## src/design/panel_pkg.sv

```systemverilog
package panel_pkg;

    // top-level instrument selection
    typedef enum logic [1:0] {
        MODE_MENU   = 2'd0,
        MODE_SIGGEN = 2'd1,
        MODE_SCOPE  = 2'd2,
        MODE_LA     = 2'd3
    } mode_e;

    // bit positions within key_in
    localparam int NUM_KEYS    = 7;
    localparam int KEY_LEFT    = 0;
    localparam int KEY_RIGHT   = 1;
    localparam int KEY_UP      = 2;
    localparam int KEY_DOWN    = 3;
    localparam int KEY_CONFIRM = 4;
    localparam int KEY_QUIT    = 5;
    localparam int KEY_CAPTURE = 6;

    // about 20 us of stable level at 50 MHz
    localparam int DEBOUNCE_CYCLES = 1000;
    localparam int DEBOUNCE_W      = $clog2(DEBOUNCE_CYCLES);

    // menu cursor 0 siggen, 1 scope, 2 logic analyzer
    localparam logic [1:0] MENU_LAST = 2'd2;

    // rows 0..3 are fields, row 4 is run
    localparam logic [2:0] SG_RUN_ROW   = 3'd4;
    localparam logic [1:0] SG_FIELD_MAX = 2'd3;

    localparam logic [1:0] ZOOM_MAX = 2'd2;

    // marker x position in display pixels
    localparam logic [11:0] MARKER_MIN  = 12'd80;
    localparam logic [11:0] MARKER_MAX  = 12'd1440;
    localparam logic [11:0] MARKER_STEP = 12'd80;

    localparam logic [3:0] DIV_MAX   = 4'd13;
    localparam logic [3:0] DIV_RESET = 4'd10;

endpackage

```

## src/design/panel_keys_if.sv

```systemverilog
`timescale 1ns/100ps

// one-cycle key release events
interface panel_keys_if;

    logic left;
    logic right;
    logic up;
    logic down;
    logic confirm;
    logic quit;
    logic capture;

    modport src (
        output left, right, up, down, confirm, quit, capture
    );

    modport dst (
        input left, right, up, down, confirm, quit, capture
    );

endinterface

```

## src/design/key_debounce.sv

```systemverilog
`timescale 1ns/100ps

module key_debounce
    import panel_pkg::*;
(
    input  logic clk_50M,
    input  logic rst_n,
    input  logic key,
    output logic release_pulse
);

    logic [1:0]            sync;
    logic                  level;
    logic [DEBOUNCE_W-1:0] cnt;

    always_ff @(posedge clk_50M) begin
        if (!rst_n) begin
            sync          <= 2'b00;
            level         <= 1'b0;
            cnt           <= '0;
            release_pulse <= 1'b0;
        end else begin
            sync          <= {sync[0], key};
            release_pulse <= 1'b0;
            // restart whenever the input agrees with the accepted level
            if (sync[1] == level) begin
                cnt <= '0;
            end else if (cnt == DEBOUNCE_W'(DEBOUNCE_CYCLES - 1)) begin
                level         <= sync[1];
                cnt           <= '0;
                // falling edge of the accepted level
                release_pulse <= level;
            end else begin
                cnt <= cnt + 1'b1;
            end
        end
    end

endmodule

```

## src/design/mode_menu.sv

```systemverilog
`timescale 1ns/100ps

module mode_menu
    import panel_pkg::*;
(
    input  logic              clk_50M,
    input  logic              rst_n,
    panel_keys_if.dst         keys,
    output mode_e             mode,
    output logic [1:0]        menu_cursor
);

    always_ff @(posedge clk_50M) begin
        if (!rst_n) begin
            mode        <= MODE_MENU;
            menu_cursor <= 2'd0;
        end else begin
            case (mode)
                MODE_MENU: begin
                    if (keys.confirm) begin
                        // cursor 0..2 maps onto siggen..la
                        mode <= mode_e'(menu_cursor + 2'd1);
                    end else if (keys.left) begin
                        if (menu_cursor == 2'd0) begin
                            menu_cursor <= MENU_LAST;
                        end else begin
                            menu_cursor <= menu_cursor - 2'd1;
                        end
                    end else if (keys.right) begin
                        if (menu_cursor == MENU_LAST) begin
                            menu_cursor <= 2'd0;
                        end else begin
                            menu_cursor <= menu_cursor + 2'd1;
                        end
                    end
                end
                MODE_SIGGEN,
                MODE_SCOPE,
                MODE_LA: begin
                    if (keys.quit) begin
                        mode        <= MODE_MENU;
                        menu_cursor <= 2'd0;
                    end
                end
            endcase
        end
    end

endmodule

```

## src/design/siggen_settings.sv

```systemverilog
`timescale 1ns/100ps

module siggen_settings
    import panel_pkg::*;
(
    input  logic       clk_50M,
    input  logic       rst_n,
    panel_keys_if.dst  keys,
    input  mode_e      mode,
    output logic [2:0] sg_row,
    output logic [1:0] sg_wave,
    output logic [1:0] sg_amp,
    output logic [1:0] sg_freq,
    output logic [1:0] sg_phase_duty,
    output logic       sg_run
);

    // wave, amplitude, frequency, phase/duty
    logic [1:0] field [0:SG_RUN_ROW-1];
    logic [1:0] row_idx;

    assign row_idx = sg_row[1:0];

    // row cursor
    always_ff @(posedge clk_50M) begin
        if (!rst_n) begin
            sg_row <= 3'd0;
        end else if (mode != MODE_SIGGEN) begin
            sg_row <= 3'd0;
        end else if (keys.up) begin
            if (sg_row == 3'd0) begin
                sg_row <= SG_RUN_ROW;
            end else begin
                sg_row <= sg_row - 3'd1;
            end
        end else if (keys.down) begin
            if (sg_row == SG_RUN_ROW) begin
                sg_row <= 3'd0;
            end else begin
                sg_row <= sg_row + 3'd1;
            end
        end
    end

    always_ff @(posedge clk_50M) begin
        if (!rst_n) begin
            field  <= '{default: 2'd0};
            sg_run <= 1'b0;
        end else if (mode != MODE_SIGGEN) begin
            field  <= '{default: 2'd0};
            sg_run <= 1'b0;
        end else if (sg_row < SG_RUN_ROW) begin
            if (keys.left) begin
                if (field[row_idx] == 2'd0) begin
                    field[row_idx] <= SG_FIELD_MAX;
                end else begin
                    field[row_idx] <= field[row_idx] - 2'd1;
                end
            end else if (keys.right) begin
                if (field[row_idx] == SG_FIELD_MAX) begin
                    field[row_idx] <= 2'd0;
                end else begin
                    field[row_idx] <= field[row_idx] + 2'd1;
                end
            end
        end else if (keys.confirm) begin
            // run stays on until the generator is left
            sg_run <= 1'b1;
        end
    end

    assign sg_wave       = field[0];
    assign sg_amp        = field[1];
    assign sg_freq       = field[2];
    assign sg_phase_duty = field[3];

endmodule

```

## src/design/scope_settings.sv

```systemverilog
`timescale 1ns/100ps

module scope_settings
    import panel_pkg::*;
(
    input  logic       clk_50M,
    input  logic       rst_n,
    panel_keys_if.dst  keys,
    input  mode_e      mode,
    output logic       scope_fft,
    output logic [1:0] scope_vzoom,
    output logic [1:0] scope_hzoom
);

    always_ff @(posedge clk_50M) begin
        if (!rst_n) begin
            scope_fft <= 1'b0;
        end else if (mode != MODE_SCOPE) begin
            scope_fft <= 1'b0;
        end else if (keys.confirm) begin
            scope_fft <= 1'b1;
        end
    end

    // zoom only applies to the time-domain view
    always_ff @(posedge clk_50M) begin
        if (!rst_n) begin
            scope_vzoom <= 2'd0;
            scope_hzoom <= 2'd0;
        end else if (mode != MODE_SCOPE || scope_fft || keys.confirm) begin
            scope_vzoom <= 2'd0;
            scope_hzoom <= 2'd0;
        end else begin
            if (keys.up) begin
                scope_vzoom <= (scope_vzoom == ZOOM_MAX) ? 2'd0 : scope_vzoom + 2'd1;
            end else if (keys.down) begin
                scope_vzoom <= (scope_vzoom == 2'd0) ? ZOOM_MAX : scope_vzoom - 2'd1;
            end
            if (keys.right) begin
                scope_hzoom <= (scope_hzoom == ZOOM_MAX) ? 2'd0 : scope_hzoom + 2'd1;
            end else if (keys.left) begin
                scope_hzoom <= (scope_hzoom == 2'd0) ? ZOOM_MAX : scope_hzoom - 2'd1;
            end
        end
    end

endmodule

```

## src/design/la_settings.sv

```systemverilog
`timescale 1ns/100ps

module la_settings
    import panel_pkg::*;
(
    input  logic        clk_50M,
    input  logic        rst_n,
    panel_keys_if.dst   keys,
    input  mode_e       mode,
    input  logic [1:0]  menu_cursor,
    output logic        la_pause,
    output logic        la_pan_left,
    output logic        la_pan_right,
    output logic        la_trig_mode,
    output logic        la_capture,
    output logic [11:0] la_marker_x,
    output logic [3:0]  la_div_sel
);

    always_ff @(posedge clk_50M) begin
        if (!rst_n) begin
            la_pause     <= 1'b0;
            la_pan_left  <= 1'b0;
            la_pan_right <= 1'b0;
            la_trig_mode <= 1'b1;
            la_capture   <= 1'b0;
            la_marker_x  <= MARKER_MIN;
            la_div_sel   <= DIV_RESET;
        end else if (mode == MODE_LA) begin
            if (keys.confirm) begin
                la_pause <= ~la_pause;
            end
            // pan only while the display is frozen
            la_pan_left  <= la_pause & keys.up;
            la_pan_right <= la_pause & keys.down;
            if (keys.left) begin
                if (la_marker_x == MARKER_MIN) begin
                    la_marker_x <= MARKER_MAX;
                end else begin
                    la_marker_x <= la_marker_x - MARKER_STEP;
                end
            end else if (keys.right) begin
                if (la_marker_x == MARKER_MAX) begin
                    la_marker_x <= MARKER_MIN;
                end else begin
                    la_marker_x <= la_marker_x + MARKER_STEP;
                end
            end
            if (!la_pause) begin
                if (keys.up) begin
                    la_div_sel <= (la_div_sel == DIV_MAX) ? 4'd0 : la_div_sel + 4'd1;
                end else if (keys.down) begin
                    la_div_sel <= (la_div_sel == 4'd0) ? DIV_MAX : la_div_sel - 4'd1;
                end
            end
            if (keys.capture) begin
                la_capture <= 1'b1;
            end
        end else begin
            la_pause     <= 1'b0;
            la_pan_left  <= 1'b0;
            la_pan_right <= 1'b0;
            la_capture   <= 1'b0;
            la_marker_x  <= MARKER_MIN;
            la_div_sel   <= DIV_RESET;
            // trigger mode is picked on the menu page before entering
            if (mode == MODE_MENU && menu_cursor == MENU_LAST) begin
                if (keys.up) begin
                    la_trig_mode <= 1'b1;
                end else if (keys.down) begin
                    la_trig_mode <= 1'b0;
                end
            end else begin
                la_trig_mode <= 1'b1;
            end
        end
    end

endmodule

```

## src/design/panel_top.sv

```systemverilog
`timescale 1ns/100ps

module panel_top
    import panel_pkg::*;
(
    input  logic                clk_50M,
    input  logic                rst_n,
    input  logic [NUM_KEYS-1:0] key_in,
    output logic [1:0]          mode,
    output logic [1:0]          menu_cursor,
    output logic [2:0]          sg_row,
    output logic [1:0]          sg_wave,
    output logic [1:0]          sg_amp,
    output logic [1:0]          sg_freq,
    output logic [1:0]          sg_phase_duty,
    output logic                sg_run,
    output logic                scope_fft,
    output logic [1:0]          scope_vzoom,
    output logic [1:0]          scope_hzoom,
    output logic                la_pause,
    output logic                la_pan_left,
    output logic                la_pan_right,
    output logic                la_trig_mode,
    output logic                la_capture,
    output logic [11:0]         la_marker_x,
    output logic [3:0]          la_div_sel
);

    logic [NUM_KEYS-1:0] key_rel;
    mode_e               mode_q;

    panel_keys_if keys ();

    for (genvar i = 0; i < NUM_KEYS; i++) begin : g_key
        key_debounce u_key_debounce (
            .clk_50M       (clk_50M),
            .rst_n         (rst_n),
            .key           (key_in[i]),
            .release_pulse (key_rel[i])
        );
    end

    // release events onto the shared key bus
    assign keys.left    = key_rel[KEY_LEFT];
    assign keys.right   = key_rel[KEY_RIGHT];
    assign keys.up      = key_rel[KEY_UP];
    assign keys.down    = key_rel[KEY_DOWN];
    assign keys.confirm = key_rel[KEY_CONFIRM];
    assign keys.quit    = key_rel[KEY_QUIT];
    assign keys.capture = key_rel[KEY_CAPTURE];

    mode_menu u_mode_menu (
        .clk_50M     (clk_50M),
        .rst_n       (rst_n),
        .keys        (keys.dst),
        .mode        (mode_q),
        .menu_cursor (menu_cursor)
    );

    assign mode = mode_q;

    siggen_settings u_siggen_settings (
        .clk_50M       (clk_50M),
        .rst_n         (rst_n),
        .keys          (keys.dst),
        .mode          (mode_q),
        .sg_row        (sg_row),
        .sg_wave       (sg_wave),
        .sg_amp        (sg_amp),
        .sg_freq       (sg_freq),
        .sg_phase_duty (sg_phase_duty),
        .sg_run        (sg_run)
    );

    scope_settings u_scope_settings (
        .clk_50M     (clk_50M),
        .rst_n       (rst_n),
        .keys        (keys.dst),
        .mode        (mode_q),
        .scope_fft   (scope_fft),
        .scope_vzoom (scope_vzoom),
        .scope_hzoom (scope_hzoom)
    );

    la_settings u_la_settings (
        .clk_50M      (clk_50M),
        .rst_n        (rst_n),
        .keys         (keys.dst),
        .mode         (mode_q),
        .menu_cursor  (menu_cursor),
        .la_pause     (la_pause),
        .la_pan_left  (la_pan_left),
        .la_pan_right (la_pan_right),
        .la_trig_mode (la_trig_mode),
        .la_capture   (la_capture),
        .la_marker_x  (la_marker_x),
        .la_div_sel   (la_div_sel)
    );

endmodule

```

## config.mk

```make
export PLATFORM = sky130hd
export DESIGN_NAME = panel_top
export DESIGN_NICKNAME = d
export VERILOG_FILES = /design/src/design/panel_pkg.sv /design/src/design/panel_keys_if.sv /design/src/design/key_debounce.sv /design/src/design/mode_menu.sv /design/src/design/siggen_settings.sv /design/src/design/scope_settings.sv /design/src/design/la_settings.sv /design/src/design/panel_top.sv
export SDC_FILE = /design/constraint.sdc
export NUM_CORES = 1
export LEC_CHECK = 0
export BUFFER_PORTS_ARGS = -buffer_cell sky130_fd_sc_hd__buf_2
export CAP_MARGIN = 10
export CORE_MARGIN = 3
export CORE_UTILIZATION = 50
export CTS_CLUSTER_DIAMETER = 50
export DETAILED_ROUTE_END_ITERATION = 8
export PLACE_DENSITY_LB_ADDON = 0.08
export SETUP_SLACK_MARGIN = 0.05
export SKIP_CTS_REPAIR_TIMING = 1
export SLEW_MARGIN = 10
export SYNTH_ARGS = -nofsm -noshare
export SYNTH_HDL_FRONTEND = slang
export SYNTH_SLANG_ARGS = --single-unit
```

## constraint.sdc

```tcl
create_clock -name clk_50M -period 2.3 [get_ports clk_50M]
set_clock_uncertainty 0.1 [all_clocks]
set_input_delay 0.575 -clock clk_50M [delete_from_list [all_inputs] [get_ports clk_50M]]
set_output_delay 0.575 -clock clk_50M [all_outputs]
set_load 0.05 [all_outputs]
```

==> flow_metrics.env <==
export IMPL_status="finished clean"
export IMPL_rsz0062_at_grt="false"
export IMPL_initial_core_util_pct=51.93
export IMPL_setup_viol_count_final=0
export IMPL_power_mw=5.169
export IMPL_first_pass_iters=4
export IMPL_io_pins=51
export IMPL_worstSetupPathType="register to register"
export IMPL_arrival_ns=2.30
export IMPL_p_per_area_mw_per_mm2=706.0
export IMPL_syn2layout_area_growth_pct=15.91
export IMPL_ir_worst_vdd_v=0.0004725
export IMPL_synth_compound_area_share_pct=9.113
export IMPL_crit_required_ns=2.50
export IMPL_grt_pass1_wl_mm=21.28
export IMPL_fill_cells=1090
export IMPL_vias=4892
export IMPL_ys_warn_count=0
export IMPL_die_area_mm2=0.01402
export IMPL_drt_total_wl_mm=12.23
export IMPL_gp_congestion=0.8184
export IMPL_post_route_period_util_pct=91.18
export IMPL_syn_area_per_cell_um2=9.023
export IMPL_grt_overflow_total=0
export IMPL_synthAdderAreaFrac_pct=5.547
export IMPL_rrSetupSlack_ns=0.20
export IMPL_synthCells=700
export IMPL_fin_nets=789
export IMPL_drc=0
export IMPL_ys_flop_type="dfxtp_1"
export IMPL_cts_root_buf="clkbuf_16"
export IMPL_cellLeakagePower_nw=2.676
export IMPL_dieHeight_um=118.4
export IMPL_avgViaCountPerCell=5.249
export IMPL_antenna_found_initial=0
export IMPL_coreArea_mm2=0.01216
export IMPL_synth_top_family_by_area="simple AND/OR/NAND/NOR gates"
export IMPL_fin_util_pct=60.20
export IMPL_antenna_cells=0
export IMPL_hold_viol=0
export IMPL_cts_tree="yes"
export IMPL_hold_slack_ns=0.2657
export IMPL_routedWlPerCell_um=13.12
export IMPL_worstSetupEndpointType="register"
export IMPL_die_width_um=118.4
export IMPL_clkLatencyLatePin_ns=0.41
export IMPL_drive_gt1_share_pct=13.09
export IMPL_num_rows=40
export IMPL_async_reset_ff_share_pct=0
export IMPL_synth_edf_count=0
export IMPL_slew_violations=0
export IMPL_synth_area_mm2=0.006316
export IMPL_synthMuxAreaShare_pct=4.140
export IMPL_synth_xor_area_share_pct=9.568
export IMPL_cap_violations=0
export IMPL_synth_simple_gate_area_share_pct=24.70
export IMPL_dp_slack_ns=0.1737
export IMPL_grt_pass1_vias=4622
export IMPL_numCtsBuffers=17
export IMPL_clk_pin_slew_ns=0.06
export IMPL_relSlewSlack_pct=64.31
export IMPL_path_max_fanout=10
export IMPL_grt_usage_pct=18.28
export IMPL_numPortBuffers=46
export IMPL_setup_ws_ns=0.2028
export IMPL_hpwl_mm=8.556
export IMPL_clock_sinks=136
export IMPL_drt_initial_drc_count=343
export IMPL_fin_crit_ns=2.097
export IMPL_synth_seq_area_share_pct=43.11
export IMPL_tns_ns=0
export IMPL_synth_distinct_cells=62
export IMPL_worst_slew_pin_transition_ns=0.5346
export IMPL_ys_ff_latch=136
export IMPL_grt_max_degree=42
export IMPL_start_kind="register"
export IMPL_max_freq_mhz=476.8
export IMPL_hold_class="primary input to register"
export IMPL_cts_max_level=4
export IMPL_ant_nets=0
export IMPL_cts_buffer_depth=2
per-stage QoR:
stage                     instances  area [um2]
after global routing            932        7321
after detailed placement        901        6720
after CTS                       932        7318
final                           932        7321
after floorplan                 703        6329
after global placement          901        6720
layout make-up:
cell class,count,area (um2),area share [%]
Clock buffer,23,478.0,6.529
Clock inverter,8,120.1,1.641
Multi-Input combinational cell,512,3367,45.99
Timing Repair Buffer,54,302.8,4.136
Sequential cell,136,2726,37.24
Inverter,31,116.4,1.589
Tap cell,168,210.2,2.871
worst max-delay path: stages (launching register included):
cell,delay [ns]
dfxtp_4,0.40
mux4_1,0.60
inv_1,0.08
ha_1,0.23
nor2b_1,0.14
o21a_1,0.18
a32oi_1,0.19
nor2_1,0.06
flip-flops by register name, summed over array words and instances (netlist names), named ones only:
signal and count:
u_scope_settings.scope_vzoom 2, g_key.u_key_debounce.release_pulse 7, g_key.u_key_debounce.level 7, u_siggen_settings.sg_phase_duty 2
u_siggen_settings.sg_freq 2, u_la_settings.la_pan_right 1, g_key.u_key_debounce.cnt 70, u_la_settings.la_div_sel 4
u_siggen_settings.sg_row 3, u_scope_settings.scope_fft 1, g_key.u_key_debounce.sync 14, u_mode_menu.menu_cursor 2
u_siggen_settings.sg_run 1, u_mode_menu.mode 2, u_la_settings.la_trig_mode 1, u_siggen_settings.sg_amp 2
u_siggen_settings.sg_wave 1, u_la_settings.la_marker_x 8, u_la_settings.la_pause 1, u_la_settings.la_pan_left 1
u_la_settings.la_capture 1, u_scope_settings.scope_hzoom 2
synth_stat cells (all sizes together), types with 5 or more instances:
| cell type | instances | share of area (%) |
|---|---|---|
| nor2b | 15 | 1.5 |
| ha | 28 | 5.5 |
| a21oi | 11 | 0.87 |
| a211oi | 5 | 0.59 |
| o21a | 5 | 0.59 |
| inv | 31 | 1.8 |
| mux2i | 19 | 3.0 |
| and2 | 19 | 1.9 |
| nand3b | 6 | 0.71 |
| or4 | 5 | 0.83 |
| a31oi | 8 | 0.79 |
| nand2b | 6 | 0.59 |
| clkbuf | 9 | 0.53 |
| nor2 | 111 | 6.6 |
| xnor2 | 42 | 5.8 |
| nor3 | 31 | 2.5 |
| nand4 | 15 | 1.5 |
| a311oi | 5 | 0.69 |
| xor2 | 27 | 3.7 |
| o21ai | 16 | 1.3 |
| buf | 15 | 1.4 |
| nand2 | 48 | 2.9 |
| nand3 | 30 | 2.8 |
| dfxtp | 136 | 43 |
worst paths after layout:
path                                   startpoint                              end  cells past startpoint
setup / recovery      u_siggen_settings.sg_row[0]     u_siggen_settings.sg_wave[1]                      7
hold / removal                          key_in[5]  g_key[5].u_key_debounce.sync[0]                      2
setup reg to reg      u_siggen_settings.sg_row[0]     u_siggen_settings.sg_wave[1]                      7
hold reg to reg   g_key[5].u_key_debounce.sync[0]  g_key[5].u_key_debounce.sync[1]                      1
where the power goes:
| group | internal, mW | leakage, nW | switching [mW] | total, mW |
|---|---|---|---|---|
| Sequential | 2.37 | 1.10 | 0.00850 | 2.38 |
| Combinational | 0.0218 | 1.29 | 0.0425 | 0.0644 |
| Clock | 1.78 | 0.289 | 0.946 | 2.72 |
cell usage in the layout (no fill, tap or decap), types with 6 or more instances in the layout:
| cell | synthesis | layout |
|---|---|---|
| nand3_1 | 25 | 25 |
| nand4_1 | 15 | 15 |
| nor2_1 | 111 | 111 |
| ha_1 | 28 | 28 |
| a21oi_1 | 11 | 11 |
| xnor2_1 | 42 | 42 |
| buf_4 | 5 | 7 |
| xor2_1 | 27 | 27 |
| mux2i_1 | 19 | 19 |
| nand2b_1 | 6 | 6 |
| a31oi_1 | 8 | 8 |
| nand3b_1 | 6 | 6 |
| clkbuf_16 | 0 | 17 |
| nand2_1 | 48 | 48 |
| nor2b_1 | 15 | 15 |
| buf_2 | 10 | 46 |
| dfxtp_1 | 136 | 135 |
| inv_1 | 31 | 31 |
| nor3_1 | 31 | 31 |
| and2_1 | 19 | 19 |
| o21ai_0 | 15 | 15 |
kinds of logic after synthesis:
group	after synthesis
xor gates and xnor gates	69
adders and majority gates	28
DFF	136
muxes	23
other	1
buffers and inverters	55
AOI/OAI and AO/OA	81
and+or+nand+nor	307
layer usage:
metal	share of wire, %	vias up	GRT usage [%]
li1	-	2507	-
met1	48	2265	23.69
met2	46	107	29.08
met3	4.7	13	5.407
met4	1.2	0	6.445
met5	0	-	0
Note: power is estimated with default switching activity, not from simulation.
